### src/verilog/rv_macros.svh
// Data width, instruction width, reset PC and register count macros
`ifndef RV_MACROS_SVH
`define RV_MACROS_SVH

// Data path and address width
`define RV_XLEN 64

// Instruction word width
`define RV_ILEN 32

// PC loaded on reset
`define RV_RESET_PC 64'h0000_0000_0000_0000

// Integer registers, x0 included
`define RV_NREGS 32

`endif

### src/verilog/rv_pc_unit.sv
// Program counter register with next-PC adder
`timescale 1ns/1ps
`default_nettype none

`include "rv_macros.svh"

module rv_pc_unit (
  input  wire                 i_clk,
  input  wire                 i_rst,
  input  wire                 i_step,
  input  wire                 i_pca_imm,
  input  wire                 i_pcb_rs1,
  input  wire [`RV_XLEN-1:0]  i_imm,
  input  wire [`RV_XLEN-1:0]  i_rs1_data,
  output logic [`RV_XLEN-1:0] o_pc
);

  logic [`RV_XLEN-1:0] pc_a;
  logic [`RV_XLEN-1:0] pc_b;
  logic [`RV_XLEN-1:0] pc_sum;
  logic [`RV_XLEN-1:0] pc_next;

  assign pc_a    = i_pca_imm ? i_imm : `RV_XLEN'd4;
  assign pc_b    = i_pcb_rs1 ? i_rs1_data : o_pc;
  assign pc_sum  = pc_a + pc_b;
  assign pc_next = i_pcb_rs1 ? {pc_sum[`RV_XLEN-1:1], 1'b0} : pc_sum; // jalr target

  always_ff @(posedge i_clk) begin
    if (i_rst) begin
      o_pc <= `RV_RESET_PC;
    end else if (i_step) begin
      o_pc <= pc_next;
    end
  end

endmodule

`default_nettype wire

### config.mk
export PLATFORM = sky130hd
export DESIGN_NAME = rv_pc_unit
export DESIGN_NICKNAME = d
export VERILOG_FILES = /design/src/verilog/rv_pc_unit.sv
export VERILOG_INCLUDE_DIRS = /design/src /design/src/verilog
export SDC_FILE = /design/constraint.sdc
export NUM_CORES = 1
export LEC_CHECK = 0
export ABC_AREA = 1
export BUFFER_PORTS_ARGS = -buffer_cell sky130_fd_sc_hd__buf_4
export CAP_MARGIN = 15
export CORE_ASPECT_RATIO = 0.5
export CORE_UTILIZATION = 29
export CTS_BUF_LIST = sky130_fd_sc_hd__clkbuf_2
export DETAILED_ROUTE_END_ITERATION = 6
export PLACE_DENSITY = 0.53
export RECOVER_POWER = 50
export SKIP_LAST_GASP = 1
export SYNTH_ARGS = -nofsm -noshare
export SYNTH_HDL_FRONTEND = slang
export SYNTH_SLANG_ARGS = --single-unit
### constraint.sdc
create_clock -name i_clk -period 3.1 [get_ports i_clk]
set_clock_uncertainty 0.1 [all_clocks]
set_input_delay 0.155 -clock i_clk [delete_from_list [all_inputs] [get_ports i_clk]]
set_output_delay 0.155 -clock i_clk [all_outputs]
set_load 0.02 [all_outputs]
[Word-level counts from Yosys, hierarchy flattened]
Cells that the tools add are included.
Cells by class
  $add $sub $neg: 1
  mux-type cells: 3
Operator list (number)
  $mux W64: 2
  $add A64 B64 Y64: 1
  $mux W1: 1
Storage, ports and cells
  output and inout bits: 64
  input bits: 133
  flip-flop bits (word level): 64

[Logic depth before layout (Yosys ltp)]
Gate-level depths: netlist of the first run.
  word-level depth: 3
  gate-level depth with buffers: 22
  depth with buffers taken out: 19

[Worst setup path after synthesis of the first run]
No wires, ideal clock.
  kind: in2reg
  start: input port i_pcb_rs1
  end: register o_pc[40]
  arrival: 2.394 ns
  stages: 19
  slack: 0.493 ns
  library setup time: 0.113 ns
  cell sequence: clkbuf_1 > clkbuf_1 > inv_1 > nand2_1 > nand2_1 > ha_1 > fa_1 > nand3_1 > nand3_1 > nand2_1 > nand2_1 > nand2_1 > nand3_2 > nand2_1 > nand2_1 > nand2_1 > nand2_1 > o21ai_1 > inv_1
Between the ends
  cells in the longest elaborated chain, start to end: 2
RTL lines
  start: declaration: line rv_pc_unit.sv:12  | input wire i_pcb_rs1,
  $mux W64: line rv_pc_unit.sv:24  | assign pc_b = i_pcb_rs1 ? i_rs1_data : o_pc;
  $add A64 B64 Y64: line rv_pc_unit.sv:25  | assign pc_sum = pc_a + pc_b;
  end signal: assignment: line rv_pc_unit.sv:30  | o_pc <= `RV_RESET_PC;
  end signal: assignment: line rv_pc_unit.sv:32  | o_pc <= pc_next;
  end: declaration: line rv_pc_unit.sv:15  | output logic [`RV_XLEN-1:0] o_pc
Every way passes these cells.
A chain may end at the register's enable or synchronous reset.

[Worst setup path in the final report of the first run]
  start: register o_pc[29]
  end: register o_pc[46]
Between the ends
  cells in the longest elaborated chain, start to end: 2
RTL lines (line)
  $mux W64: rv_pc_unit.sv:24
  $add A64 B64 Y64: rv_pc_unit.sv:25
Every way passes these cells.

==> reports/metrics.yaml, run 1 <==
place:
  finalWeightedCongestion: 0.9521
  post-place-ws_ns: 0.3114
  dp_hpwl_um: 30170
  dpl.cell_count: 2509
  port_buffers: 196
power:
  power_density_mw_per_mm2: 277.9
  p_int_mw: 1.867
  pwr-share-clk_pct: 17.1
  ir_drop_uv: 145.1
  leakagePower_nw: 7.904
  power_switching_mw: 1.662
  swShare_pct: 47.09
  power_mw: 3.529
  seqPwrFrac_pct: 27.1
  combinationalPowerShare_pct: 55.7
die:
  start_util_pct: 29.77
  pin_count: 197
  chipHeight_um: 130.0
  dieArea_mm2: 0.03356
  core_area_mm2: 0.03194
  row_count: 46
  dieWidth_um: 258.1
timing:
  hold_viol: 0
  rsz0062_at_grt: "true"
  hold_slack_ns: 0.06265
  setup_slack_ns: 0.1470
  report.final.slew_viol_count: 0
  max_slew.worst_pin.slew_ns: 0.8348
  period_share_pct: 95.26
  relSlewSlack_pct: 44.35
  final-setup-viol-count: 0
  min_period_ns: 2.953
  fmax_mhz: 338.6
drt:
  vias: 11651
  drt-vias-per-instance: 4.423
  drtIter0Drc: 595
  avgRoutedWirePerCell_um: 14.06
  drt-pass1-iter-count: 5
  ant_nets: 0
  post-route-drc-count: 0
  routed_wl_um: 37020
layout:
  area_growth_pct: 33.54
  seqCellArea_mm2: 0.001286
  largest_reg_flops: 64
  fillers: 3831
  fin_cells: 2634
  regMostFlops: "o_pc"
  drive_above_1_share_pct: 12.86
  final_util_pct: 39.75
  multiInputGateArea_mm2: 0.006295
  largestRegisters: "o_pc (64)"
  layout.nets: 2393
run_status:
  outcome: "finished, final reports clean"
logic_synthesis:
  synthCells: 1908
  ys_types: 28
  synth_ff_type: "dfxtp_1"
  synth_seq_cells: 64
  ys_async_sr_fraction_pct: 0
  synthTopCellsByArea: "nand2_1, inv_1, dfxtp_1"
  seq_area_frac_synth_pct: 13.47
  synth_top_cell_by_area: "nand2_1"
  synth_edf_count: 0
  syn_area_mm2: 0.009509
  syn_nets: 2105
  yosys-top-cells-count: "nand2_1, inv_1, nor2_1"
  synth_top_area_share_pct: 28.78
  synth_area_per_cell_um2: 4.984
  yosysMostFrequentCell: "nand2_1"
  ys_warn_count: 0
critical_path:
  critPathTopFamily: "simple AND/OR/NAND/NOR gates"
  r2r_start: "o_pc[29]"
  crit_path_top_delay_cell: "dlygate4sd3_1"
  worstPathBufferInverterCount: 4
  cp_data_arrival_time_ns: 3.50
  worst_setup_path_end_kind: "flip-flop"
  worstSetupPathType: "reg2reg"
  crit_start: "o_pc[29]"
  path_common_cell: "inv_1"
  critPathLaunchType: "flip-flop"
  crit_chain: "inv_1, o21ai_0, ha_1, nand2_4, nor2_1, inv_1, nor2_2, a21oi_1, nand2_2, nand2_2, nand3_1, nand3_1, dlygate4sd3_1, nand2_1, inv_1"
  path_max_fanout: 4
  critical_path_required_ns: 3.65
  max_stage_delay_ns: 0.57
cts:
  path_clk_slew_ns: 0.25
  clock_path_buffers: 2
  cts_buffers: 9
  cts_sinks: 64
  worstSkewPairLatency_ns: 0.70
  cts_tree: "yes"
  root_buffer: "clkbuf_2"
  cts.htree.levels: 3
grt:
  first_global_vias: 10804
  grt_antenna_before_repair: 1
  grt_max_degree: 72
  grt_pass1_wl_um: 56760
  grt-ovfl-total: 0
  grt_util_all_layers_pct: 21.96
flow_run:
  drv_cap: 0
hold_path:
  hp-start: "i_imm[44]"
  holdCritPathClass: "in2reg"
[stage by stage]
stage          instance area [µm²]  TNS [ns]
2_1_floorplan                 9509         0
3_5_place_dp                 11540         0
4_1_cts                      12650         0
5_1_grt                      12700  -0.05947
6_report                     12700         0
3_3_place_gp                 11540         0
[layout make-up]
cell class | instances | share of cell area, %
Multi-Input combinational cell | 1287 | 49.57
Timing Repair Buffer | 319 | 19.87
Inverter | 515 | 15.22
Sequential cell | 64 | 10.13
Tap cell | 432 | 4.257
Clock inverter | 7 | 0.5715
Clock buffer | 9 | 0.3547
Antenna cell | 1 | 0.01971
[power groups by stage]
stage | Sequential, mW | Clock, mW | Combinational (mW)
finish | 0.958 | 0.605 | 1.97
global route | 0.967 | 0.666 | 2.19
CTS | 0.960 | 0.646 | 1.96
detailed placement | 0.975 | 0 | 1.78
global placement | 0.977 | 0 | 1.78
floorplan | 1.07 | 0 | 1.02
[layout by cell type (no fill, tap or decap), types with 30 or more instances in the layout]
master / n
ha_1: 59
o21ai_0: 89
xor2_1: 30
inv_1: 508
nand2_2: 34
nand2_1: 711
nand3_1: 71
dfxtp_1: 60
clkbuf_1: 49
buf_4: 165
dlygate4sd3_1: 100
nor2_1: 102
a21oi_1: 98
[cells by family after synthesis]
logic type | Yosys count | share of synthesized area [%]
AOI/OAI and AO/OA | 214 | 11.42
buffers and inverters | 557 | 22.00
adders and majority gates | 64 | 8.500
xor gates and xnor gates | 31 | 2.855
DFF | 64 | 13.47
and+or+nand+nor | 978 | 41.75
[worst min-delay path, stage by stage]
cell and delay [ns]:
buf_4 0.08, nand2_1 0.04, inv_1 0.07, ha_1 0.23
nand3_1 0.09, nand3_1 0.08, nand2_1 0.05, inv_1 0.04
[routing by layer]
layer,GRT usage [%],wire (µm)
met1,30.13,18430
met2,36.70,16510
met4,4.072,456
met5,0,0
met3,3.380,1619
[path summary, 6_finish.rpt]
kind | end | slack (ns) | depth (start not counted)
setup / recovery | o_pc[46] | 0.15 | 15
hold / removal | o_pc[44] | 0.06 | 8
setup reg to reg | o_pc[46] | 0.15 | 15
hold reg to reg | o_pc[43] | 0.47 | 4
[repair_timing]
action | CTS | global route
endpoints found under the setup margin | 0 | 6
hold buffers | 99 | 1
hold endpoints to repair | 63 | 1
resized for setup | 0 | 70
setup buffers | 0 | 8
No activity file was read; power rests on OpenSTA's default activity.
==> inputs of run 2 (changes only) <==
==> constraint.sdc (replaced) <==
create_clock -name i_clk -period 3.55 [get_ports i_clk]
set_clock_uncertainty 0.1 [all_clocks]
set_input_delay 0.1775 -clock i_clk [delete_from_list [all_inputs] [get_ports i_clk]]
set_output_delay 0.1775 -clock i_clk [all_outputs]
set_load 0.02 [all_outputs]
==> run 2 against run 1 <==
Against the previous run: register-to-register slack about the same; first-iteration DRC count up 7.2%; power down 17%; critical path depth up 1; sequential share of layout area up 0.50 points; setup slack about the same; clock power down 18%; worst hold slack about the same; largest power group unchanged.
==> reports/metrics.yaml, run 2 (synthesized netlist as in run 1, its figures left out) <==
grt:
  grt_max_degree: 64  # -11%
  grt_pass1_wl_um: 55480  # -2.2%
  grt-ovfl-total: 0  # unchanged
  grt_antenna_before_repair: 1  # unchanged
  first_global_vias: 10610  # -1.8%
  grt_util_all_layers_pct: 21.44  # -0.53 points
critical_path:
  ff2ff_setup_slack_ns: 0.15  # about the same
  critPathLaunchType: "flip-flop"
  cp_data_arrival_time_ns: 3.93  # +0.43 ns
  rr_worst_depth: 16  # +1
  r2r_start: "o_pc[39]"
  critical_path_required_ns: 4.08  # +0.43 ns
  path_max_fanout: 4  # unchanged
  timing.rr.end: "o_pc[63]"
  worstSetupPathType: "reg2reg"
  worst_setup_path_end_kind: "flip-flop"
timing:
  fmax_mhz: 293.8  # -13%
  fin_tns_setup_ns: 0  # unchanged
  min_period_ns: 3.403  # +0.4504 ns
  rsz0062_at_grt: "false"
  relSlewSlack_pct: 46.39  # +2.0 points
  hold_viol: 0  # unchanged
  report.final.slew_viol_count: 0  # unchanged
  max_slew.worst_pin.slew_ns: 0.8041  # -0.03064 ns
  final-setup-viol-count: 0  # unchanged
  hold_slack_ns: 0.06299  # +0.0003386 ns
  period_share_pct: 95.87  # +0.61 points
die:
  dieWidth_um: 258.1  # unchanged
  row_count: 46  # unchanged
  chipHeight_um: 130.0  # unchanged
  pin_count: 197  # unchanged
  start_util_pct: 29.77  # unchanged
  dieArea_mm2: 0.03356  # unchanged
  core_area_mm2: 0.03194  # unchanged
power:
  power_mw: 2.927  # -17%
  power_density_mw_per_mm2: 242.9  # -13%
  ir_drop_uv: 133.1  # -8.2%
  leakagePower_nw: 7.588  # -4.0%
cts:
  path_clk_slew_ns: 0.23  # -0.02 ns
  cts_buffers: 9  # unchanged
  cts.htree.levels: 3  # unchanged
  cts_sinks: 64  # unchanged
  clock_path_buffers: 2  # unchanged
  cts_tree: "yes"
  worstSkewPairLatency_ns: 0.69  # about the same
  root_buffer: "clkbuf_2"
place:
  finalWeightedCongestion: 0.9767  # +2.6%
  place_area_mm2: 0.01143  # -0.89%
  port_buffers: 196  # unchanged
  dp_hpwl_um: 29640  # -1.8%
layout:
  layout.nets: 2348  # -1.9%
  multiInputGateArea_mm2: 0.006181  # -1.8%
  area_growth_pct: 26.72
  largestRegisters: "o_pc (64)"
  regMostFlops: "o_pc"
  largest_reg_flops: 64  # unchanged
  drive_above_1_share_pct: 10.16  # -2.7 points
  fillers: 3774  # -1.5%
  final_cell_mix: "nand2_1, inv_1, buf_4"
  final_common_cell: "nand2_1"
  seqCellArea_mm2: 0.001281  # -0.39%
  final_util_pct: 37.72  # -2.0 points
  design_area_mm2: 0.01205  # -5.1%
flow_run:
  drv_cap: 0  # unchanged
drt:
  post-route-drc-count: 0  # unchanged
  drtIter0Drc: 638  # +7.2%
  ant_nets: 0  # unchanged
  routed_wl_um: 35880  # -3.1%
  drt-vias-per-instance: 4.403  # -0.46%
  avgRoutedWirePerCell_um: 13.86  # -1.4%
  vias: 11399  # -2.2%
  drt-pass1-iter-count: 5  # unchanged
hold_path:
  hold_depth: 8  # unchanged
  hp-start: "i_imm[58]"
  min_to: "o_pc[58]"
  holdCritPathClass: "in2reg"
run_status:
  outcome: "finished, final reports clean"
==> run 2: changes by cell type in the layout (fill, tap and decap cells not counted), moves of 9 or more <==
cell           change
nand2_1           +15
dlygate4sd3_1     -31
clkbuf_1          +13
buf_4             -23
nor2_1             +9
nor2_2            -10
nand2_2           -13
==> run 2: through the flow <==
step / std cells / setup slack, ns
CTS: 2587 / 0.04589
finish: 2589 / 0.1466
floorplan: 1908 / 0.9209
global placement: 2502 / 0.5598
global route: 2589 / 0.002476
detailed placement: 2502 / 0.5027
==> run 2: report_power, final <==
part / switching, mW / leakage (nW) / total (mW) / internal, mW
Combinational: 1.00 / 6.99 / 1.59 / 0.588
Clock: 0.337 / 0.0708 / 0.499 / 0.162
Sequential: 0.0444 / 0.532 / 0.837 / 0.792
Total: 1.38 / 7.59 / 2.93 / 1.54
==> run 2: per-layer routing <==
layer | routed length (µm) | track usage, %
met3 | 2100 | 4.429
met4 | 395 | 4.316
met5 | 0 | 0
met2 | 16080 | 35.53
met1 | 17310 | 28.83
==> run 2: worst max-delay path, stage by stage (launching register included) <==
cell and delay (ns):
dfxtp_1 0.52, inv_1 0.10, o21ai_0 0.16, ha_1 0.22, nand2_1 0.10, inv_1 0.09
nand2_2 0.11, nor3_2 0.27, nand2_1 0.12, nor2_1 0.13, nand2_2 0.07, nand3_1 0.07
nand3_1 0.06, dlygate4sd3_1 0.57, nand2_1 0.05, dlygate4sd3_1 0.54, inv_1 0.04
==> run 2: layout make-up <==
cell class	count	area share [%]
antenna	1	0.02077
clock buffer	11	0.4569
inverter	515	16.04
tap	432	4.486
clock inverter	5	0.3946
timing repair buffer	274	16.68
multi-input combinational	1287	51.29
sequential	64	10.63
==> run 2: how the worst max path moves through the flow <==
stage,startpoint,end
4_1_cts,o_pc[41],o_pc[63]
3_5_place_dp,i_pcb_rs1,o_pc[40]
6_report,o_pc[39],o_pc[63]
2_1_floorplan,i_pcb_rs1,o_pc[40]
5_1_grt,o_pc[42],o_pc[63]
3_3_place_gp,i_pcb_rs1,o_pc[40]
==> run 2: timing repair <==
action	in CTS	in global routing
setup endpoints to repair	0	1
hold buffers	69	0
gates resized for setup	0	20
hold endpoints to repair	60	0
setup buffers	0	1
