### src/verilog/rv_macros.svh
// Data width, instruction width, reset PC and register count macros
`ifndef RV_MACROS_SVH
`define RV_MACROS_SVH

// Data path and address width
`define RV_XLEN 64

// Instruction word width
`define RV_ILEN 32

// PC loaded on reset
`define RV_RESET_PC 64'h0000_0000_0000_0000

// Integer registers, x0 included
`define RV_NREGS 32

`endif

### src/verilog/rv_pkg.sv
// Opcode, immediate format, ALU op, operand source, FSM state and halt cause types
`default_nettype none

package rv_pkg;

  // Major opcodes of the supported subset
  typedef enum logic [6:0] {
    OP_LUI    = 7'b0110111,
    OP_AUIPC  = 7'b0010111,
    OP_JAL    = 7'b1101111,
    OP_JALR   = 7'b1100111,
    OP_IMM    = 7'b0010011,
    OP_STORE  = 7'b0100011,
    OP_SYSTEM = 7'b1110011
  } opcode_e;

  typedef enum logic [2:0] {
    EXT_I    = 3'b000,
    EXT_U    = 3'b001,
    EXT_S    = 3'b010,
    EXT_B    = 3'b011,
    EXT_J    = 3'b100,
    EXT_NONE = 3'b111
  } ext_op_e;

  typedef enum logic [3:0] {
    ALU_ADD     = 4'b0000,
    ALU_COPYB   = 4'b0011,
    ALU_EBREAK  = 4'b1110,
    ALU_INVALID = 4'b1111
  } alu_op_e;

  typedef enum logic [1:0] {
    BSRC_RS2  = 2'b00,
    BSRC_IMM  = 2'b01,
    BSRC_FOUR = 2'b10
  } alu_bsrc_e;

  typedef enum logic [2:0] {
    ST_FETCH,
    ST_FETCH_REL,
    ST_EXEC,
    ST_STORE,
    ST_STORE_REL,
    ST_HALT
  } ctrl_state_e;

  typedef enum logic [1:0] {
    HALT_NONE    = 2'b00,
    HALT_EBREAK  = 2'b01,
    HALT_ILLEGAL = 2'b10
  } halt_cause_e;

endpackage

`default_nettype wire

### src/verilog/rv_alu.sv
// ALU with operand select, add and B copy for the RV64I subset core
`timescale 1ns/1ps
`default_nettype none

`include "rv_macros.svh"

module rv_alu (
  input  wire [`RV_XLEN-1:0]     i_pc,
  input  wire [`RV_XLEN-1:0]     i_rs1_data,
  input  wire [`RV_XLEN-1:0]     i_rs2_data,
  input  wire [`RV_XLEN-1:0]     i_imm,
  input  wire                    i_asrc_pc,
  input  wire rv_pkg::alu_bsrc_e i_bsrc,
  input  wire rv_pkg::alu_op_e   i_alu_op,
  output logic [`RV_XLEN-1:0]    o_result
);
  import rv_pkg::*;

  logic [`RV_XLEN-1:0] op_a;
  logic [`RV_XLEN-1:0] op_b;

  assign op_a = i_asrc_pc ? i_pc : i_rs1_data;

  always_comb begin
    case (i_bsrc)
      BSRC_RS2:  op_b = i_rs2_data;
      BSRC_IMM:  op_b = i_imm;
      BSRC_FOUR: op_b = `RV_XLEN'd4;
      default:   op_b = '0;
    endcase
  end

  // Ebreak and unknown ops give zero
  always_comb begin
    case (i_alu_op)
      ALU_ADD:   o_result = op_a + op_b;
      ALU_COPYB: o_result = op_b;
      default:   o_result = '0;
    endcase
  end

endmodule

`default_nettype wire

### config.mk
export PLATFORM = sky130hd
export DESIGN_NAME = rv_alu
export DESIGN_NICKNAME = d
export VERILOG_FILES = /design/src/verilog/rv_pkg.sv /design/src/verilog/rv_alu.sv
export VERILOG_INCLUDE_DIRS = /design/src /design/src/verilog
export SDC_FILE = /design/constraint.sdc
export NUM_CORES = 1
export LEC_CHECK = 0
export BUFFER_PORTS_ARGS = -buffer_cell sky130_fd_sc_hd__buf_2
export CAP_MARGIN = 15
export CORE_ASPECT_RATIO = 1.1
export CORE_MARGIN = 10
export CORE_UTILIZATION = 52
export DETAILED_ROUTE_END_ITERATION = 12
export GPL_TIMING_DRIVEN = 0
export PLACE_DENSITY = 0.91
export REMOVE_ABC_BUFFERS = 1
export SYNTH_ARGS = -nofsm -noshare
export SYNTH_HDL_FRONTEND = slang
export SYNTH_SLANG_ARGS = --single-unit
### constraint.sdc
create_clock -name vclk -period 6
set_input_delay 0 -clock vclk [all_inputs]
set_output_delay 0 -clock vclk [all_outputs]
set_load 0.05 [all_outputs]
# Word level (Yosys, flattened, before mapping)
# Index checks and enable logic that the tools add are counted.
# word_totals
regBits	0
output_inout_bits	64
wordCells	9
# classes
n_eq_ne	3
addsub	1
reduce_logical	2
n_mux	3
# ops
op	count
64-bit one-hot mux with 3 select lines	1
64-bit one-hot mux with 2 select lines	1
64-bit adder	1
64-bit 2-to-1 mux	1
4-bit by 2-bit equality test with 1-bit output (second input constant)	1
4-bit zero test	1
2-bit by 1-bit equality test with 1-bit output (second input constant)	1
2-bit equality test (second input constant)	1
2-bit zero test	1

# Longest topological paths before layout
# Gate-level depths: netlist of the first run.
# depth
depth_word	4
mapped_depth	17
mapped_depth_nobuf	15

# Worst setup path after synthesis of the first run
# Ideal clock, no wire load.
# synth_timing
kind	input to output
from	input port i_bsrc[0]
to	output port o_result[40]
t_arrival_ps	4138
path_slack_ps	1862
n_path_buf	2
stages	17
t_required_ps	6000
cell_sequence	clkbuf_1 buf_1 mux2i_1 nor2_1 ha_1 inv_1 fa_1 nand2b_1 a21oi_1 o21ai_1 a211oi_2 a211oi_2 or2_2 nand3_1 a31oi_1 xnor2_1 o21ai_0
# synth_via
elab_chain_cells	4
# synth_rtl
element	line	rtl
start, declared	rv_alu.sv:13	input wire rv_pkg::alu_bsrc_e i_bsrc,
2-bit equality test (tied with other cells)	rv_alu.sv:25	case (i_bsrc)
64-bit one-hot mux with 3 select lines *	rv_alu.sv:25	
64-bit adder	rv_alu.sv:36	ALU_ADD: o_result = op_a + op_b;
64-bit one-hot mux with 2 select lines *	rv_alu.sv:35	case (i_alu_op)
end, declared	rv_alu.sv:15	output logic [`RV_XLEN-1:0] o_result
# Every way passes the cells marked *; elsewhere a longest branch is shown, timed or not.

# Worst setup path after layout of the first run
# layout_timing
from	input port i_asrc_pc
to	output port o_result[60]
# layout_via
elab_chain_cells	3
# layout_rtl
element	line	rtl
start, declared	rv_alu.sv:12	input wire i_asrc_pc,
64-bit 2-to-1 mux	rv_alu.sv:22	assign op_a = i_asrc_pc ? i_pc : i_rs1_data;
64-bit adder	rv_alu.sv:36	
64-bit one-hot mux with 2 select lines	rv_alu.sv:35	
# No other way between the ends.

==> results of run 1 <==
## power by group through the flow
stage                     clock [W]  combinational [W]  sequential (W)
after floorplan                   0           0.000573               0
after global placement            0           0.000797               0
after detailed placement          0           0.000815               0
after CTS                         0           0.000820               0
after global routing              0           0.000909               0
final                             0           0.000830               0
## critical path: stages
cell and delay (ps):
buf_2 510, buf_12 300, mux2_2 370, ha_1 210, inv_1 70, fa_1 190, nand2b_1 160, a21oi_1 100
o21ai_1 330, a211oi_2 170, a211oi_2 500, o41ai_2 190, a221o_1 420, a41oi_1 310, xnor2_1 100, o21ai_1 110
buf_2 290
## cell usage in the layout, fill, tap and decap left out, types with 3 or more instances in the layout
| cell type | count |
|---|---|
| o21bai_1 | 14 |
| a211oi_1 | 3 |
| a22o_1 | 10 |
| o211ai_1 | 6 |
| nand2_1 | 101 |
| and2_1 | 7 |
| nand2_2 | 4 |
| nand4_1 | 17 |
| o21a_1 | 11 |
| nor3_1 | 10 |
| o21ai_0 | 67 |
| nand2b_1 | 9 |
| nor2b_1 | 7 |
| inv_1 | 29 |
| or2_2 | 4 |
| nor2_1 | 100 |
| o21ai_1 | 21 |
| xor2_1 | 18 |
| a21o_1 | 25 |
| o221ai_1 | 3 |
| xnor2_1 | 38 |
| a31oi_1 | 4 |
| ha_1 | 63 |
| a211oi_2 | 3 |
| mux2_2 | 63 |
| mux2i_1 | 65 |
| buf_2 | 326 |
| or3_1 | 5 |
| nor4_1 | 5 |
| buf_12 | 4 |
| a211o_1 | 3 |
| nand3_1 | 12 |
| o31ai_1 | 7 |
| a21oi_1 | 86 |
| and3_1 | 4 |
## cell usage after synthesis (7+ instances only)
| cell | count | area [sq um] |
|---|---|---|
| a21o_1 | 25 | 188 |
| a21oi_1 | 86 | 430 |
| a22o_1 | 10 | 87.6 |
| and2_1 | 7 | 43.8 |
| buf_1 | 8 | 30.0 |
| clkbuf_1 | 39 | 146 |
| ha_1 | 63 | 788 |
| inv_1 | 29 | 109 |
| mux2_2 | 63 | 709 |
| mux2i_1 | 65 | 651 |
| nand2_1 | 102 | 383 |
| nand2b_1 | 9 | 56.3 |
| nand3_1 | 12 | 60.1 |
| nand4_1 | 17 | 106 |
| nor2_1 | 100 | 375 |
| nor2b_1 | 7 | 43.8 |
| nor3_1 | 10 | 50.1 |
| o21a_1 | 11 | 82.6 |
| o21ai_0 | 67 | 335 |
| o21ai_1 | 21 | 105 |
| o21bai_1 | 14 | 105 |
| o31ai_1 | 7 | 52.6 |
| xnor2_1 | 38 | 333 |
| xor2_1 | 18 | 158 |
## cell type report
type | count | share of cell area (%)
inverter | 30 | 1.43
multi-input combinational | 828 | 73.8
timing repair buffer | 333 | 22.3
tap | 150 | 2.39
## worst paths after layout
path,start,endpoint,slack [ps],cells after the start
hold / removal,i_alu_op[3],o_result[49],580,4
setup / recovery,i_asrc_pc,o_result[60],1620,17
## metal layers
metal	global-route usage (%)	part of all wire, %	up-vias
met5	0	0	-
met4	7.38	2.7	0
met3	5.66	9.2	47
met2	52.8	52	358
met1	27.9	36	3644
li1	-	-	3883
## per-stage QoR
| stage | hold slack, ps | std cells |
|---|---|---|
| floorplan | 344 | 858 |
| global placement | 584 | 1335 |
| detailed placement | 577 | 1340 |
| CTS | 577 | 1340 |
| global route | 605 | 1341 |
| finish | 584 | 1341 |
## kinds of logic (layout without fill, tap and decap cells)
family / Yosys count / in the layout / synth area share [%]
fa+ha+maj: 64 / 64 / 13.3
buf+inv: 79 / 363 / 5.01
simple gates: 293 / 293 / 21.6
compound gates: 287 / 287 / 29.7
mux: 128 / 128 / 22.3
xor+xnor: 56 / 56 / 8.05
==> results by group, run 1 <==
Outcome
  • Outcome: finished clean

Layout
  • Fraction of final layout cells sized beyond drive strength 1: a little over a third
  • Filler Cells Inserted: approximately 960
  • P&R area growth vs syn: 28.9%
  • Seq Cell Count: 0
  • Final Core Density: approximately two thirds
  • Sequential standard cell area: 0 sq um
  • Multi-input logic area: approximately 5800 sq um
  • N_diodes: 0
  • Final net count: roughly 1500
  • Clock buffer count: 0
  • Design Area, Final: about 8000 sq um

Power and ir drop
  • Sw Pwr: around 0.00048 W
  • VDD IR max: approximately 0.06 mV
  • Clock power share: 0%
  • Internal power: 0.000349 W
  • P per Cell Area: approximately 110 nW/um^2
  • Reg power frac: 0%
  • Design Power: roughly 0.00083 W
  • Static leakage: around 4.1 nW
  • Comb power frac: 100.0%
  • Net Sw Frac: 58.0%

Worst setup path
  • CP max FO: 39
  • Setup crit start kind: input pin
  • Req. time, crit path: 6000 ps
  • Setup CP Type: input pin to primary output
  • CP Capture Type: primary output
  • Crit path arrival time: about 4400 ps

Global routing
  • Overall global routing resource usage: between 20% and 30%
  • GRT overflow: 0
  • First-pass GRT wire length: approximately 38 mm
  • Initial antenna violation count: 0
  • Largest net degree at the start of global routing: 66
  • Vias in the first global route: just over 8000

Timing
  • Period minus WS final: approximately 4400 ps
  • RSZ-0062 raised after global routing: no
  • Setup violators final: 0
  • Slew Limit Fails: 0
  • Period utilization: about three quarters
  • Setup_tns: 0 ps
  • Final Hold Viols: 0
  • Max Freq: 228 MHz
  • Setup WS post-layout: roughly 1600 ps
  • Max_slew headroom: 40.8%
  • Worst Max-Slew Pin Slew: between 800 and 900 ps

Place
  • Routability cong.: between 0.9 and 1
  • Pre-CTS WS: 1730 ps
  • Dpl hpwl: between 20 and 25 mm
  • Port bufs: around 330
  • Post-place instance area: a little under 8000 sq um

CTS
  • Post-CTS Setup Bufs: 0
  • Hold Buf Count CTS: 0
  • Post_cts resized: 0

Logic synthesis
  • Mapped Cells: 907
  • Synth unique cells: 63
  • Seq/Total Area, Yosys: 0%
  • YS warnings: 0
  • Syn avg cell area: about 6.7 sq um
  • Synthesized area: approximately 6000 sq um

Detailed routing
  • DRC viols: 0
  • DR pass1 iterations: 7
  • First DRT Iteration DRCs: roughly 510
  • Post-Route WL: between 20 and 25 mm
  • Final ANT Viol Nets: 0
  • DR WL/cell: roughly 18 um
  • DR vias/cell: slightly below 6
  • Routed via count: a little under 8000

Min path
  • Type of the worst min-delay path: input pin to primary output

Die
  • Initial core utilization: 53.0%
  • Core Rows: 41
  • Chip height: ~130 um
  • IO Count: between 300 and 400
  • Die ar.: 16400 sq um
  • Die X: roughly 120 um
  • Core Box Area: 11500 sq um

Flow run
  • Max-Cap Viols: 0
No activity file was read; power rests on OpenSTA's default activity.
==> run 2, diff against run 1 <==
--- a/config.mk
+++ b/config.mk
@@ -10,10 +10,10 @@
 export CAP_MARGIN = 15
 export CORE_ASPECT_RATIO = 1.1
 export CORE_MARGIN = 10
-export CORE_UTILIZATION = 52
+export CORE_UTILIZATION = 48
 export DETAILED_ROUTE_END_ITERATION = 12
 export GPL_TIMING_DRIVEN = 0
-export PLACE_DENSITY = 0.91
+export PLACE_DENSITY = 0.85
 export REMOVE_ABC_BUFFERS = 1
 export SYNTH_ARGS = -nofsm -noshare
 export SYNTH_HDL_FRONTEND = slang
==> constraint.sdc (replaced) <==
create_clock -name vclk -period 4.4
set_input_delay 0 -clock vclk [all_inputs]
set_output_delay 0 -clock vclk [all_outputs]
set_load 0.05 [all_outputs]
==> run 2 against run 1 <==
Compared with the run above: cell count rose by 0.52%; worst setup slack worse by 1300 ps; die area up 7.0%; final area up 0.43%; critical endpoint is now o_result[63]; largest cell class unchanged; largest power group unchanged; highest routed layer unchanged.
==> results by group, run 2 (synthesized netlist as in run 1, its figures left out) <==
Die
  • Chip height: roughly 140 um
  • Die X: 127 um
  • Core Rows: 43
  • Core Box Area: approximately 13000 sq um
  • Die ar.: about 18000 sq um
  • IO Count: between 300 and 400
  • Initial core utilization: approximately 49%

Timing
  • RSZ-0062 raised after global routing: no
  • Slew Limit Fails: 0
  • Max_slew headroom: between 40 and 50%
  • Worst Max-Slew Pin Slew: a little over 800 ps
  • Period utilization: between 90% and 100%
  • Worst hold slack: 592 ps
  • Setup WS post-layout: around 280 ps
  • Period minus WS final: ~4000 ps
  • Max Freq: approximately 240 MHz
  • Final Hold Viols: 0
  • Setup violators final: 0
  • Setup_tns: 0 ps

Worst setup path
  • Crit path arrival time: between 4000 and 5000 ps
  • Setup crit start kind: input pin
  • Req. time, crit path: between 4000 and 5000 ps
  • CP max FO: 35
  • CP Capture Type: primary output
  • Setup CP Type: input pin to primary output

Detailed routing
  • DR WL/cell: approximately 18 um
  • First DRT Iteration DRCs: between 400 and 500
  • Post-Route WL: between 20 and 25 mm
  • Routed via count: 7679
  • DR pass1 iterations: 7
  • DR vias/cell: ~5.7
  • DRC viols: 0
  • Final ANT Viol Nets: 0

Place
  • Dpl hpwl: 20.6 mm
  • Routability cong.: about 0.94
  • Port bufs: 327
  • Post-Place Cells: between 1000 and 1500
  • Pre-CTS WS: a little over 60 ps

Layout
  • P&R area growth vs syn: 29.4%
  • Non-filler cells, final: between 1000 and 1500
  • Most frequent cells in the layout: 325 x buf_2, 101 x nand2_1, 100 x nor2_1
  • Clock buffer count: 0
  • Commonest non-fill, non-tap cell in the layout: buf_2
  • Final net count: approximately 1500
  • Sequential standard cell area: 0 sq um
  • Multi-input logic area: roughly 5800 sq um
  • N_diodes: 0
  • Filler Cells Inserted: approximately 1200
  • Seq Cell Count: 0
  • Fraction of final layout cells sized beyond drive strength 1: 35.2%

Global routing
  • Vias in the first global route: 7848
  • First-pass GRT wire length: 37.3 mm
  • Overall global routing resource usage: about a quarter
  • GRT overflow: 0
  • Largest net degree at the start of global routing: 66
  • Initial antenna violation count: 0

Outcome
  • Outcome: finished clean

Power and ir drop
  • P per Cell Area: between 100 and 150 nW/um^2
  • Static leakage: a little over 4 nW
  • Design Power: 0.00113 W
  • VDD IR max: roughly 0.14 mV

Min path
  • WHS Path Cells: 6
  • Type of the worst min-delay path: input pin to primary output

CTS
  • Hold Buf Count CTS: 0

Flow run
  • Max-Cap Viols: 0
-- run 2: changes by cell type in the layout (fill, tap and decap cells not counted), sizes merged --
cell,delta
buf,-1
clkbuf,+1
-- run 2: through the flow --
stage	cell area (sq um)	utilization, %
2_1_floorplan	5900	-
5_1_grt	7880	62.9
4_1_cts	7840	62.5
3_3_place_gp	7730	61.7
6_report	7880	62.9
3_5_place_dp	7840	62.5
-- run 2: layout make-up --
cell class / count / share of cell area (%)
Multi-Input combinational cell: 828 / 73.7
Timing Repair Buffer: 333 / 22.3
Tap cell: 157 / 2.49
Inverter: 30 / 1.43
-- run 2: routing by layer --
| layer | part of all wire (%) | GRT usage (%) |
|---|---|---|
| met2 | 53 | 48.2 |
| met3 | 7.4 | 5.01 |
| met5 | 0 | 0 |
| met1 | 38 | 25.1 |
| met4 | 2.0 | 4.80 |
-- run 2: final timing paths --
kind | startpoint | endpoint
worst max-delay path | i_asrc_pc | o_result[63]
worst min-delay path | i_rs2_data[60] | o_result[60]
-- run 2: report_power, final --
group / leakage (nW) / switching, W / internal [W] / total (W)
Combinational: 4.08 / 0.000656 / 0.000478 / 0.00113
Clock: 0 / 0 / 0 / 0
Sequential: 0 / 0 / 0 / 0
-- run 2: what timing repair did --
action                     CTS  global route
setup endpoints to repair    0            12
resized for setup            0             4
buffers inserted             0             0
-- run 2: worst max-delay path, cell delays in order --
cell,delay (ps)
clkbuf_4,380
buf_12,270
mux2_2,370
ha_1,340
a21oi_1,380
o211ai_1,130
o2111ai_1,130
a21boi_1,130
o311ai_1,490
a21oi_1,190
o211ai_1,340
o21ai_1,140
or4b_1,470
nand3_1,70
buf_2,270
