--- src/verilog/rv_macros.svh ---
// Data width, instruction width, reset PC and register count macros
`ifndef RV_MACROS_SVH
`define RV_MACROS_SVH

// Data path and address width
`define RV_XLEN 64

// Instruction word width
`define RV_ILEN 32

// PC loaded on reset
`define RV_RESET_PC 64'h0000_0000_0000_0000

// Integer registers, x0 included
`define RV_NREGS 32

`endif

--- src/verilog/rv_pkg.sv ---
// Opcode, immediate format, ALU op, operand source, FSM state and halt cause types
`default_nettype none

package rv_pkg;

  // Major opcodes of the supported subset
  typedef enum logic [6:0] {
    OP_LUI    = 7'b0110111,
    OP_AUIPC  = 7'b0010111,
    OP_JAL    = 7'b1101111,
    OP_JALR   = 7'b1100111,
    OP_IMM    = 7'b0010011,
    OP_STORE  = 7'b0100011,
    OP_SYSTEM = 7'b1110011
  } opcode_e;

  typedef enum logic [2:0] {
    EXT_I    = 3'b000,
    EXT_U    = 3'b001,
    EXT_S    = 3'b010,
    EXT_B    = 3'b011,
    EXT_J    = 3'b100,
    EXT_NONE = 3'b111
  } ext_op_e;

  typedef enum logic [3:0] {
    ALU_ADD     = 4'b0000,
    ALU_COPYB   = 4'b0011,
    ALU_EBREAK  = 4'b1110,
    ALU_INVALID = 4'b1111
  } alu_op_e;

  typedef enum logic [1:0] {
    BSRC_RS2  = 2'b00,
    BSRC_IMM  = 2'b01,
    BSRC_FOUR = 2'b10
  } alu_bsrc_e;

  typedef enum logic [2:0] {
    ST_FETCH,
    ST_FETCH_REL,
    ST_EXEC,
    ST_STORE,
    ST_STORE_REL,
    ST_HALT
  } ctrl_state_e;

  typedef enum logic [1:0] {
    HALT_NONE    = 2'b00,
    HALT_EBREAK  = 2'b01,
    HALT_ILLEGAL = 2'b10
  } halt_cause_e;

endpackage

`default_nettype wire

--- src/verilog/rv_ctrl_fsm.sv ---
// Control FSM with memory handshake, instruction register and execute strobes
`timescale 1ns/1ps
`default_nettype none

`include "rv_macros.svh"

module rv_ctrl_fsm (
  input  wire                  i_clk,
  input  wire                  i_rst,
  input  wire                  i_mem_ack,
  input  wire [`RV_ILEN-1:0]   i_mem_rdata,
  input  wire [`RV_XLEN-1:0]   i_pc,
  input  wire [`RV_XLEN-1:0]   i_alu_result,
  input  wire [`RV_XLEN-1:0]   i_rs2_data,
  input  wire                  i_is_store,
  input  wire rv_pkg::alu_op_e i_alu_op,
  output logic                 o_mem_req,
  output logic                 o_mem_we,
  output logic [`RV_XLEN-1:0]  o_mem_addr,
  output logic [`RV_XLEN-1:0]  o_mem_wdata,
  output logic [`RV_ILEN-1:0]  o_inst,
  output logic                 o_reg_wr_strobe,
  output logic                 o_pc_step,
  output logic                 o_halted,
  output rv_pkg::halt_cause_e  o_halt_cause
);
  import rv_pkg::*;

  localparam logic [`RV_ILEN-1:0] NOP_INST = 32'h0000_0013; // addi x0, x0, 0

  ctrl_state_e state;
  logic        halt_op;

  assign halt_op = (i_alu_op == ALU_EBREAK) || (i_alu_op == ALU_INVALID);

  // ############################################################
  // Execute strobes
  assign o_reg_wr_strobe = (state == ST_EXEC) && !halt_op;
  assign o_pc_step = ((state == ST_EXEC) && !halt_op && !i_is_store) ||
                     ((state == ST_STORE_REL) && !i_mem_ack); // PC moves once the store is done

  // ############################################################
  // State and handshake
  always_ff @(posedge i_clk) begin
    if (i_rst) begin
      state        <= ST_FETCH;
      o_mem_req    <= 1'b0;
      o_mem_we     <= 1'b0;
      o_inst       <= NOP_INST;
      o_halted     <= 1'b0;
      o_halt_cause <= HALT_NONE;
    end else begin
      case (state)
        ST_FETCH: begin
          if (!o_mem_req && !i_mem_ack) begin
            o_mem_req <= 1'b1;
            o_mem_we  <= 1'b0;
          end else if (o_mem_req && i_mem_ack) begin
            o_mem_req <= 1'b0;
            o_inst    <= i_mem_rdata;
            state     <= ST_FETCH_REL;
          end
        end
        ST_FETCH_REL: if (!i_mem_ack) state <= ST_EXEC;
        ST_EXEC: begin
          if (i_alu_op == ALU_EBREAK) begin
            o_halted     <= 1'b1;
            o_halt_cause <= HALT_EBREAK;
            state        <= ST_HALT;
          end else if (i_alu_op == ALU_INVALID) begin
            o_halted     <= 1'b1;
            o_halt_cause <= HALT_ILLEGAL;
            state        <= ST_HALT;
          end else if (i_is_store) begin
            state <= ST_STORE;
          end else begin
            state <= ST_FETCH;
          end
        end
        ST_STORE: begin
          if (!o_mem_req && !i_mem_ack) begin
            o_mem_req <= 1'b1;
            o_mem_we  <= 1'b1;
          end else if (o_mem_req && i_mem_ack) begin
            o_mem_req <= 1'b0;
            o_mem_we  <= 1'b0;
            state     <= ST_STORE_REL;
          end
        end
        ST_STORE_REL: if (!i_mem_ack) state <= ST_FETCH;
        ST_HALT:      state <= ST_HALT;                 // Only reset leaves
        default:      state <= ST_HALT;
      endcase
    end
  end

  // Address mux with the PC for fetch and the ALU result for store
  always_ff @(posedge i_clk) begin
    if ((state == ST_FETCH) && !o_mem_req) begin
      o_mem_addr <= i_pc;
    end else if ((state == ST_EXEC) && i_is_store) begin
      o_mem_addr  <= i_alu_result;
      o_mem_wdata <= i_rs2_data;
    end
  end

  // Request is withdrawn only after memory has answered
  assert property (@(posedge i_clk) disable iff (i_rst) $fell(o_mem_req) |-> $past(i_mem_ack))
    else $error("rv_ctrl_fsm: req dropped before ack");

  // New request never overlaps the previous ack
  assert property (@(posedge i_clk) disable iff (i_rst)
    $rose(o_mem_req) |-> !$past(i_mem_ack))
    else $error("rv_ctrl_fsm: req raised while ack high");

endmodule

`default_nettype wire

--- config.mk ---
export PLATFORM = sky130hd
export DESIGN_NAME = rv_ctrl_fsm
export DESIGN_NICKNAME = d
export VERILOG_FILES = /design/src/verilog/rv_pkg.sv /design/src/verilog/rv_ctrl_fsm.sv
export VERILOG_INCLUDE_DIRS = /design/src /design/src/verilog
export SDC_FILE = /design/constraint.sdc
export NUM_CORES = 1
export LEC_CHECK = 0
export ABC_AREA = 1
export BUFFER_PORTS_ARGS = -buffer_cell sky130_fd_sc_hd__buf_2
export CAP_MARGIN = 20
export CORE_AREA = 2 2 156 158
export CTS_BUF_LIST = sky130_fd_sc_hd__clkbuf_8
export CTS_CLUSTER_DIAMETER = 50
export DETAILED_ROUTE_END_ITERATION = 10
export DIE_AREA = 0 0 158 160
export HOLD_SLACK_MARGIN = 0.1
export PLACE_DENSITY = 0.58
export RECOVER_POWER = 100
export SLEW_MARGIN = 20
export SYNTH_ARGS = -nofsm -noshare
export SYNTH_HDL_FRONTEND = slang
export SYNTH_SLANG_ARGS = --single-unit
--- constraint.sdc ---
create_clock -name i_clk -period 14.4 [get_ports i_clk]
set_input_delay 1.44 -clock i_clk [delete_from_list [all_inputs] [get_ports i_clk]]
set_output_delay 1.44 -clock i_clk [all_outputs]
set_load 0.02 [all_outputs]
; Word-level counts from Yosys, hierarchy flattened
; Cells that the tools add are included.
[op_classes]
bitwise = 2
mux = 20
n_reduce_logical = 25
shift = 0
n_mul = 0
addsub = 0
order_cmp = 0
div = 0
eq_ne = 14
[ops]
columns = cell, n
row1 = 64-bit 2-to-1 mux, 2
row2 = 3-bit 2-to-1 mux, 8
row3 = 3-bit case mux with 5 select lines, 1
row4 = 2-bit inequality test (second input constant), 7
row5 = 4-bit == test (second input constant), 2
row6 = 2-bit nonzero test, 4
row7 = 1-bit logical AND, 7
row8 = 3-bit by 2-bit == test with 1-bit output (second input constant), 2
row9 = 2-bit 2-to-1 mux, 3
row10 = 2-bit AND reduction, 3
row11 = 3-bit AND reduction, 2
row12 = 6-bit AND reduction, 1
row13 = 1-bit 2-to-1 mux, 5
row14 = 1-bit zero test, 4
row15 = 3-bit by 1-bit == test with 1-bit output (second input constant), 1
row16 = 3-bit == test (second input constant), 1
row17 = 3-bit zero test, 1
row18 = 3-bit inequality test (second input constant), 1
row19 = 1-bit logical OR, 2
row20 = 1-bit NOT, 2
row21 = 1-bit case mux with 2 select lines, 1
row22 = 2-bit OR reduction, 1
[totals]
latchBits = 0
word_cells = 69
n_memories = 0
ff_bits = 168
rom_bits = 0
ramBits = 0
inputBits = 232

; Longest topological paths before layout
; Gate-level depths: netlist (run 1).
[logic_depth]
word_depth = 6
mapped_depth = 9
mapped_depth_nobuf = 9

; Worst setup path before layout (run 1)
; Ideal clock, no wire load.
[synth_path]
path_type = input-to-reg
from = in i_is_store
to = reg o_mem_addr[0] (enable)
t_required_ps = 13976
cell_stages = 4
t_arrival_ps = 5941
n_path_buf = 0
setup_slack_ps = 8036
path_cell_list = inv_1 -> nor2_1 -> inv_1 -> nand2_1
[synth_via]
elab_chain_cells = 2
[synth_rtl]
columns = element, line_no
row1 = start: declaration, rv_ctrl_fsm.sv:15  ; input wire i_is_store,
row2 = 1-bit logical AND, rv_ctrl_fsm.sv:101  ; end else if ((state == ST_EXEC) && i_is_store) begin
row3 = 2-bit nonzero test (no line), n/a
row4 = end signal: assignment, rv_ctrl_fsm.sv:100  ; o_mem_addr <= i_pc;
row5 = end signal: assignment, rv_ctrl_fsm.sv:102  ; o_mem_addr <= i_alu_result;
row6 = end: declaration, rv_ctrl_fsm.sv:19  ; output logic [`RV_XLEN-1:0] o_mem_addr,
; No other way between the ends.
; A chain may end at the register's enable or synchronous reset.

; Worst setup path after layout (run 1)
[layout_path]
from = reg state[1]
to = reg o_mem_addr[58] (enable)
[layout_via]
elab_chain_cells = 3
elab_cells_between_ends = 5
[layout_rtl]
columns = element, line_no
row1 = start: declaration, rv_ctrl_fsm.sv:31  ; ctrl_state_e state;
row2 = start signal: assignment, rv_ctrl_fsm.sv:46  ; state <= ST_FETCH;
row3 = start signal: assignment, rv_ctrl_fsm.sv:61  ; state <= ST_FETCH_REL;
row4 = start signal: assignment, rv_ctrl_fsm.sv:64  ; ST_FETCH_REL: if (!i_mem_ack) state <= ST_EXEC;
row5 = 3-bit by 2-bit == test with 1-bit output / 3-bit zero test (equally long branches), "rv_ctrl_fsm.sv:101, rv_ctrl_fsm.sv:99"
row6 = 1-bit logical AND (on tied branches), "rv_ctrl_fsm.sv:101, rv_ctrl_fsm.sv:99"
row7 = 2-bit nonzero test (no line) (*), n/a
; Mark *: on every way between the ends. The rest lies on a longest branch, timed or not.

==> metrics.cfg, run 1 <==
[status]
status=complete, but fails checks
violations=capacitance limit, slew limit

[global_routing]
met2_usage=0.245
grt_overflow=0
grt_max_degree=66
grtUsageMet1=0.148
globalRouteMet3Util=0.0456
grt_pass1_vias=4630
grt_pass1_wl_um=25800
grt_busiest_layer=met2
antenna_found_initial=0
track_usage=0.135

[synthesis]
synth_seq_area_share=0.727
yosysTopAreaCellShare=0.601
synthTopCellsByArea=edfxtp_1, dfxtp_1, mux2_4
yosys.area.top_type=edfxtp_1
mappedNetlistArea_um2=6390
synth_nets=651
yosys_warnings=0
synth.distinct_cells=19
syn_inst=416
ys_seq_elements=168
syn_area_per_cell_um2=15.4

[cells_and_area]
antennaDiodeCount=0
drive_above_1_share=0.331
final_cell_mix=buf_2, clkbuf_1, edfxtp_1
final_nets=1054
layout.cells.most_common=buf_2
syn_to_final_growth_pct=36.2

[critical_path]
start_kind=register
crit_path_top_delay_cell=clkbuf_1
required_ns=14.37
cp.arrival_ns=4.69
path_max_fanout=64
crit_chain=nor2_1 -> nand2_1 -> inv_1 -> nand2_1 -> nand2_2 -> clkbuf_1
critical-path-top-delay-family=buffers and inverters
endpoint_kind=register
slowest_delay_ns=2.57
cpMostUsedCell=nand2_1
r2r_slack_ns=9.69
crit_buf_inv=2
path_class=reg -> reg

[place]
gp_congestion=0.761
hpwl_um=13400
pre_cts_ws_ns=10.86
portBuffers=398

[clock_network]
cts-root-buf=clkbuf_8
cts_buffer_depth=2
clk_pin_slew_worst_paths_ns=0.11
hold_buffers=0
cts.repair.resized=0
cts_sinks=168
clk_latency_ns=0.46
cts_tree=done
cts_buffers=17
htreeDepth=4
cts_setup_buffers=0

[timing]
hold_viol_final=0
slew_violations=214
fin_crit_sh=0.327
setup_violations=0
hold_ws_ns=0.469
clock.fmax_ghz=0.212
finalClockSkew_ns=0.0170
layout_setup_ws_ns=9.69
rsz0062_at_grt=false
tns_ns=0
worst_pin_slew_ns=3.66
relSlewSlack=-1.44
period_needed_ns=4.71

[pwr]
max-vdd-ir-drop_uv=123
power_uw=1770
pwr_density_cell_nw_per_um2=204
leakage_uw=0.00338

[route]
firstDrtPassIters=6
wl_per_cell_um=15.5
via_per_inst=4.06
route.detailed.drc=0
drt-initial-drc-count=218
wl_um=17900
final_antenna_net_count=0
vias=4699

[floorplanning]
core_area_um2=23800
io_pins=399
initial_core_util=0.268
die_h_um=160
die_w_um=158
die_area_um2=25300
row_count=57

[run]
cap_violations=4

[worst_hold_path]
min_path_type=reg -> reg

final timing paths:
kind,from,endpoint,cells after the start
min,o_halt_cause[0]$_SDFFE_PP0P_,o_halt_cause[0]$_SDFFE_PP0P_,2
max reg2reg,state[1]$_SDFFE_PP0P_,o_mem_addr[58]$_DFFE_PP_,6
min reg2reg,o_halt_cause[0]$_SDFFE_PP0P_,o_halt_cause[0]$_SDFFE_PP0P_,2
max,state[1]$_SDFFE_PP0P_,o_mem_addr[58]$_DFFE_PP_,6
registers in the layout, summed over array words and instances (netlist names):
| register | cells |
|---|---|
| o_halt_cause | 2 |
| o_inst | 32 |
| o_mem_wdata | 64 |
| o_mem_addr | 64 |
| o_mem_req | 1 |
| o_mem_we | 1 |
| state | 3 |
| o_halted | 1 |
power by group:
part | leakage, µW | internal [µW] | switching (µW)
Clock | 0.000211 | 135 | 213
Sequential | 0.00153 | 740 | 40.1
Combinational | 0.00164 | 201 | 444
Total | 0.00338 | 1080 | 697
kinds of logic (layout without fill, tap and decap cells):
logic type | count (synthesis) | after routing | share of synthesized area
adders and majority gates | 3 | 3 | 0.00587
muxes | 64 | 64 | 0.142
buffers and inverters | 32 | 448 | 0.0272
DFF | 168 | 168 | 0.727
and+or+nand+nor | 112 | 112 | 0.0697
AOI/OAI and AO/OA | 37 | 37 | 0.0290
area by class of cell:
class | count | area, µm²
Sequential cell | 168 | 4640
Clock inverter | 15 | 189
Multi-Input combinational cell | 216 | 1390
Tap cell | 324 | 405
Timing Repair Buffer | 401 | 1790
Clock buffer | 17 | 234
Inverter | 15 | 56.3
Fill cell | 2531 | 15100
per-stage QoR:
| step | area, µm² | std cells | util |
|---|---|---|---|
| floorplan | 6390 | 416 | - |
| global placement | 8710 | 1124 | 0.366 |
| detailed placement | 8710 | 1124 | 0.366 |
| CTS | 9140 | 1156 | 0.384 |
| global route | 8700 | 1156 | 0.365 |
| finish | 8700 | 1156 | 0.365 |
cell usage after synthesis (all sizes together):
library cell  instances
edfxtp              128
nand2                88
mux2                 64
dfxtp                40
a21oi                33
inv                  15
nor2                 14
buf                  13
nand3                 8
clkbuf                4
o21ai                 4
ha                    3
nand4                 1
or2                   1
worst reg2reg max path, delay by kind of cell (launching register included):
kind,cells,cell delay (ns)
flip-flops,1,0.38
AND/OR/NAND/NOR,4,1.11
buffers and inverters,2,2.68
metal layers:
layer  routed length (µm)  part of all wire
met4                  256             0.014
met2                 9270              0.52
met3                 1540             0.086
met1                 6830              0.38
met5                    0                 0
No activity file was read; power rests on OpenSTA's default activity.
==> run 2: changes to the inputs <==
--- a/config.mk
+++ b/config.mk
@@ -15,7 +15,7 @@
 export DETAILED_ROUTE_END_ITERATION = 10
 export DIE_AREA = 0 0 158 160
 export HOLD_SLACK_MARGIN = 0.1
-export PLACE_DENSITY = 0.58
+export PLACE_DENSITY = 0.6
 export RECOVER_POWER = 100
 export SLEW_MARGIN = 20
 export SYNTH_ARGS = -nofsm -noshare
==> constraint.sdc (replaced) <==
create_clock -name i_clk -period 4.1 [get_ports i_clk]
set_input_delay 0.41 -clock i_clk [delete_from_list [all_inputs] [get_ports i_clk]]
set_output_delay 0.41 -clock i_clk [all_outputs]
set_load 0.02 [all_outputs]
==> run 2 against run 1 <==
The run still ends with capacitance limit, slew limit left. Worst setup slack worse by 8.6 ns. Non-clock buffer count up 65. Register-to-register slack got worse by 8.6 ns. Worst hold slack worse by 0.32 ns. Largest power group unchanged. Critical path type unchanged. Cell area rose by 7.9%. Sequential share of layout area shrank 3.9 points. Maximum frequency is 59% higher. Combinational power increased to 3.6 times the previous value. Clock power grew to 3.6 times the previous value. Routed wire length grew 7.9%. Highest routed layer unchanged. Global-route usage is 1.0 points higher. Sequential power increased to 3.5 times the previous value.
==> metrics.cfg, run 2 (same netlist as run 1, synthesis figures left out) <==
[status]
status=complete, but fails checks  ; unchanged
violations=capacitance limit, slew limit  ; unchanged

[clock_network]
cts_buffer_depth=2  ; unchanged
clk_latency_ns=0.46  ; about the same
cts_setup_buffers=0  ; unchanged
hold_buffers=64  ; was 0
cts_buffers=17  ; unchanged
htreeDepth=4  ; unchanged
clk_pin_slew_worst_paths_ns=0.11  ; about the same
cts-root-buf=clkbuf_8  ; unchanged
cts_sinks=168  ; unchanged
cts_tree=done  ; unchanged
cts.repair.resized=0  ; unchanged

[cells_and_area]
final_cell_area_um2=9400  ; was 8700 µm²
drive_above_1_share=0.317  ; was 0.331
antennaDiodeCount=0  ; unchanged
final_cell_mix=buf_2, clkbuf_1, edfxtp_1  ; unchanged
final_nets=1119  ; was 1,054
layout.cells.most_common=buf_2  ; unchanged
fillers=2486  ; was 2,531
fin_cells=1221  ; was 1,156
syn_to_final_growth_pct=47.0  ; was 36.2%
utilization=0.394  ; was 0.365
reg.largest.list=o_mem_addr x64, o_mem_wdata x64, o_inst x32  ; unchanged

[floorplanning]
core_area_um2=23800  ; unchanged
die_area_um2=25300  ; unchanged
row_count=57  ; unchanged
io_pins=399  ; unchanged
die_w_um=158  ; unchanged
die_h_um=160  ; unchanged
initial_core_util=0.268  ; unchanged

[route]
vias=4960  ; was 4,699
via_per_inst=4.06  ; about the same
route.detailed.drc=0  ; unchanged
final_antenna_net_count=0  ; unchanged
wl_per_cell_um=15.8  ; was 15.5 µm
firstDrtPassIters=4  ; was 6
wl_um=19300  ; was 17,900 µm
drt-initial-drc-count=186  ; was 218

[critical_path]
r2r_slack_ns=1.13  ; was 9.69 ns
cp.arrival_ns=3.02  ; was 4.69 ns
r2r-start=state[0]$_SDFFE_PP0P_  ; was state[1]$_SDFFE_PP0P_
start_kind=register  ; unchanged
endpoint_kind=register  ; unchanged
startpoint=state[0]$_SDFFE_PP0P_  ; was state[1]$_SDFFE_PP0P_
path_class=reg -> reg  ; unchanged
path_max_fanout=64  ; unchanged
required_ns=4.15  ; was 14.37 ns

[place]
gp_congestion=0.781  ; was 0.761
placed_area_um2=8720  ; was 8710 µm²
portBuffers=398  ; unchanged
place_inst=1125  ; was 1,124
hpwl_um=13600  ; was 13,400 µm

[pwr]
max-vdd-ir-drop_uv=369  ; was 123 µV
leakage_uw=0.00368  ; was 0.00338 µW
pwr_density_cell_nw_per_um2=670  ; was 204 nW/µm²

[global_routing]
grt_max_degree=66  ; unchanged
grt_overflow=0  ; unchanged
grt_pass1_wl_um=27600  ; was 25,800 µm
track_usage=0.146  ; was 0.135
antenna_found_initial=0  ; unchanged
grt_pass1_vias=4994  ; was 4,630

[worst_hold_path]
min_path_type=in -> reg  ; was reg -> reg
worstHoldStart=i_mem_rdata[1]  ; was o_halt_cause[0]$_SDFFE_PP0P_

[timing]
clock.fmax_ghz=0.336  ; was 0.212 GHz
tns_ns=0  ; unchanged
hold_ws_ns=0.151  ; was 0.469 ns
rsz0062_at_grt=false  ; unchanged
worst_pin_slew_ns=1.71  ; was 3.66 ns
relSlewSlack=-0.139  ; was -1.44
hold_viol_final=0  ; unchanged
fin_crit_sh=0.725  ; was 0.327
setup_violations=0  ; unchanged
period_needed_ns=2.97  ; was 4.71 ns
finalClockSkew_ns=0.0161  ; was 0.0170 ns
slew_violations=131  ; was 214

[run]
cap_violations=2  ; was 4

-- run 2: worst paths after layout --
| check | endpoint | cells after the start |
|---|---|---|
| setup reg to reg | o_mem_addr[56]$_DFFE_PP_ | 6 |
| hold / removal | o_inst[1]$_SDFFE_PP1P_ | 3 |
| hold reg to reg | o_inst[13]$_SDFFE_PP0P_ | 2 |
| setup / recovery | o_mem_addr[56]$_DFFE_PP_ | 6 |
-- run 2: area by class of cell --
type                       count  area, µm²  area share
tap                          324        405      0.0431
sequential                   168       4640       0.494
clock buffer                  17        234      0.0249
timing repair buffer         466       2440       0.260
multi-input combinational    216       1410       0.150
inverter                      15       56.3     0.00599
clock inverter                15        209      0.0222
-- run 2: power breakdown --
| group | switching (µW) | internal [µW] | total (µW) |
|---|---|---|---|
| Clock | 775 | 491 | 1270 |
| Sequential | 142 | 2560 | 2700 |
| Combinational | 1590 | 730 | 2320 |
| Total | 2510 | 3780 | 6290 |
-- run 2: per-stage QoR --
stage,setup slack (ns),total power (µW)
floorplan,0.503,4730
global placement,1.76,5430
detailed placement,1.71,5470
CTS,1.69,6820
global route,0.903,6650
finish,1.13,6290
-- run 2: critical path, stage by stage (launching register included) --
cell and delay (ns):
dfxtp_1 0.36, nor2_1 0.21, nand2_1 0.15, inv_1 0.13, nand2_4 0.27, nand2_1 0.16
clkbuf_2 1.23
-- run 2: metal layers --
metal | global-route usage | part of all wire
met1 | 0.161 | 0.40
met2 | 0.256 | 0.50
met5 | 0 | 0
met4 | 0.0586 | 0.029
met3 | 0.0478 | 0.074
==> run 3: changes to the inputs <==
--- a/config.mk
+++ b/config.mk
@@ -6,16 +6,16 @@
 export SDC_FILE = /design/constraint.sdc
 export NUM_CORES = 1
 export LEC_CHECK = 0
-export ABC_AREA = 1
+export ABC_AREA = 0
 export BUFFER_PORTS_ARGS = -buffer_cell sky130_fd_sc_hd__buf_2
 export CAP_MARGIN = 20
-export CORE_AREA = 2 2 156 158
+export CORE_AREA = 2 2 154 156
 export CTS_BUF_LIST = sky130_fd_sc_hd__clkbuf_8
 export CTS_CLUSTER_DIAMETER = 50
 export DETAILED_ROUTE_END_ITERATION = 10
-export DIE_AREA = 0 0 158 160
+export DIE_AREA = 0 0 156 158
 export HOLD_SLACK_MARGIN = 0.1
-export PLACE_DENSITY = 0.6
+export PLACE_DENSITY = 0.61
 export RECOVER_POWER = 100
 export SLEW_MARGIN = 20
 export SYNTH_ARGS = -nofsm -noshare
==> constraint.sdc (replaced) <==
create_clock -name i_clk -period 2.4 [get_ports i_clk]
set_input_delay 0.24 -clock i_clk [delete_from_list [all_inputs] [get_ports i_clk]]
set_output_delay 0.24 -clock i_clk [all_outputs]
set_load 0.02 [all_outputs]
==> run 3 against run 2 <==
The flow now stops in 4_1_cts. Area after synthesis fell by 1.7%. Synthesized cell count fell by 1.2%.
==> metrics.cfg, run 3 <==
[status]
status=stopped before the end  ; was complete, but fails checks
haltStage=4_1_cts
first-error=[ERROR RSZ-0060] Max buffer count reached.

[synthesis]
synth.distinct_cells=35  ; was 19
mappedNetlistArea_um2=6280  ; was 6390 µm²
syn_area_per_cell_um2=15.3  ; was 15.4 µm²
synthArstFlopShare=0  ; unchanged
synth_top_family_by_area=multiplexers  ; unchanged
synth_nets=646  ; was 651
synth_seq_area_share=0.739  ; was 0.727
synthTopCellsByArea=edfxtp_1, dfxtp_1, mux2_1  ; was edfxtp_1, dfxtp_1, mux2_4
synthMuxAreaShare=0.118  ; was 0.142
synthXorXnorAreaFrac=0.00139  ; was 0
yosys.area.top_type=edfxtp_1  ; unchanged
ys_seq_elements=168  ; unchanged
syn_inst=411  ; was 416
ys_top_cells_by_count=edfxtp_1, nand2_1, mux2_1, dfxtp_1, a21oi_1  ; was edfxtp_1, nand2_1, mux2_4, dfxtp_1, a21oi_1
yosys_warnings=0  ; unchanged
yosysMostFrequentCell=edfxtp_1  ; unchanged
ys.flop_type=edfxtp_1  ; unchanged
synth_edf_count=128  ; unchanged
synthAdderAreaFrac=0.00597  ; was 0.00587
synth-simple-area-share=0.0713  ; was 0.0697
synth_compound_gate_area_share=0.0402  ; was 0.0290
yosysTopAreaCellShare=0.612  ; was 0.601

[floorplanning]
die_h_um=158  ; was 160 µm
initial_core_util=0.273  ; was 0.268
io_pins=399  ; unchanged
die_w_um=156  ; was 158 µm
row_count=56  ; was 57

[clock_network]
cts.repair.resized=0  ; unchanged
cts_sinks=168  ; unchanged
cts_buffer_depth=2  ; unchanged
hold_buffers=225  ; was 64
cts_setup_buffers=0  ; unchanged
htreeDepth=4  ; unchanged
cts-root-buf=clkbuf_8  ; unchanged
cts_buffers=17  ; unchanged

[place]
portBuffers=398  ; unchanged
hpwl_um=13900  ; was 13,600 µm
placed_area_um2=8660  ; was 8720 µm²
gp_congestion=0.842  ; was 0.781

==> run 3: changes by cell type after synthesis, moves of 3 or more <==
| cell | delta |
|---|---|
| nand3_1 | -5 |
| nand3b_1 | +3 |
| nand2b_1 | +4 |
| mux2_4 | -49 |
| nand2_1 | -20 |
| buf_1 | +3 |
| nor3_1 | +5 |
| mux2_1 | +49 |
| inv_1 | -8 |
| inv_2 | -3 |
==> run 3: cells by family after synthesis <==
group,count (synthesis)
muxes,66
and+or+nand+nor,102
DFF,168
adders and majority gates,3
buffers and inverters,26
AOI/OAI and AO/OA,45
xor gates and xnor gates,1
==> run 3: through the flow <==
stage                     setup WS [ns]   util  instances
after floorplan                  0.0600      -        411
after global placement            0.530  0.376       1089
after detailed placement          0.525  0.376       1089
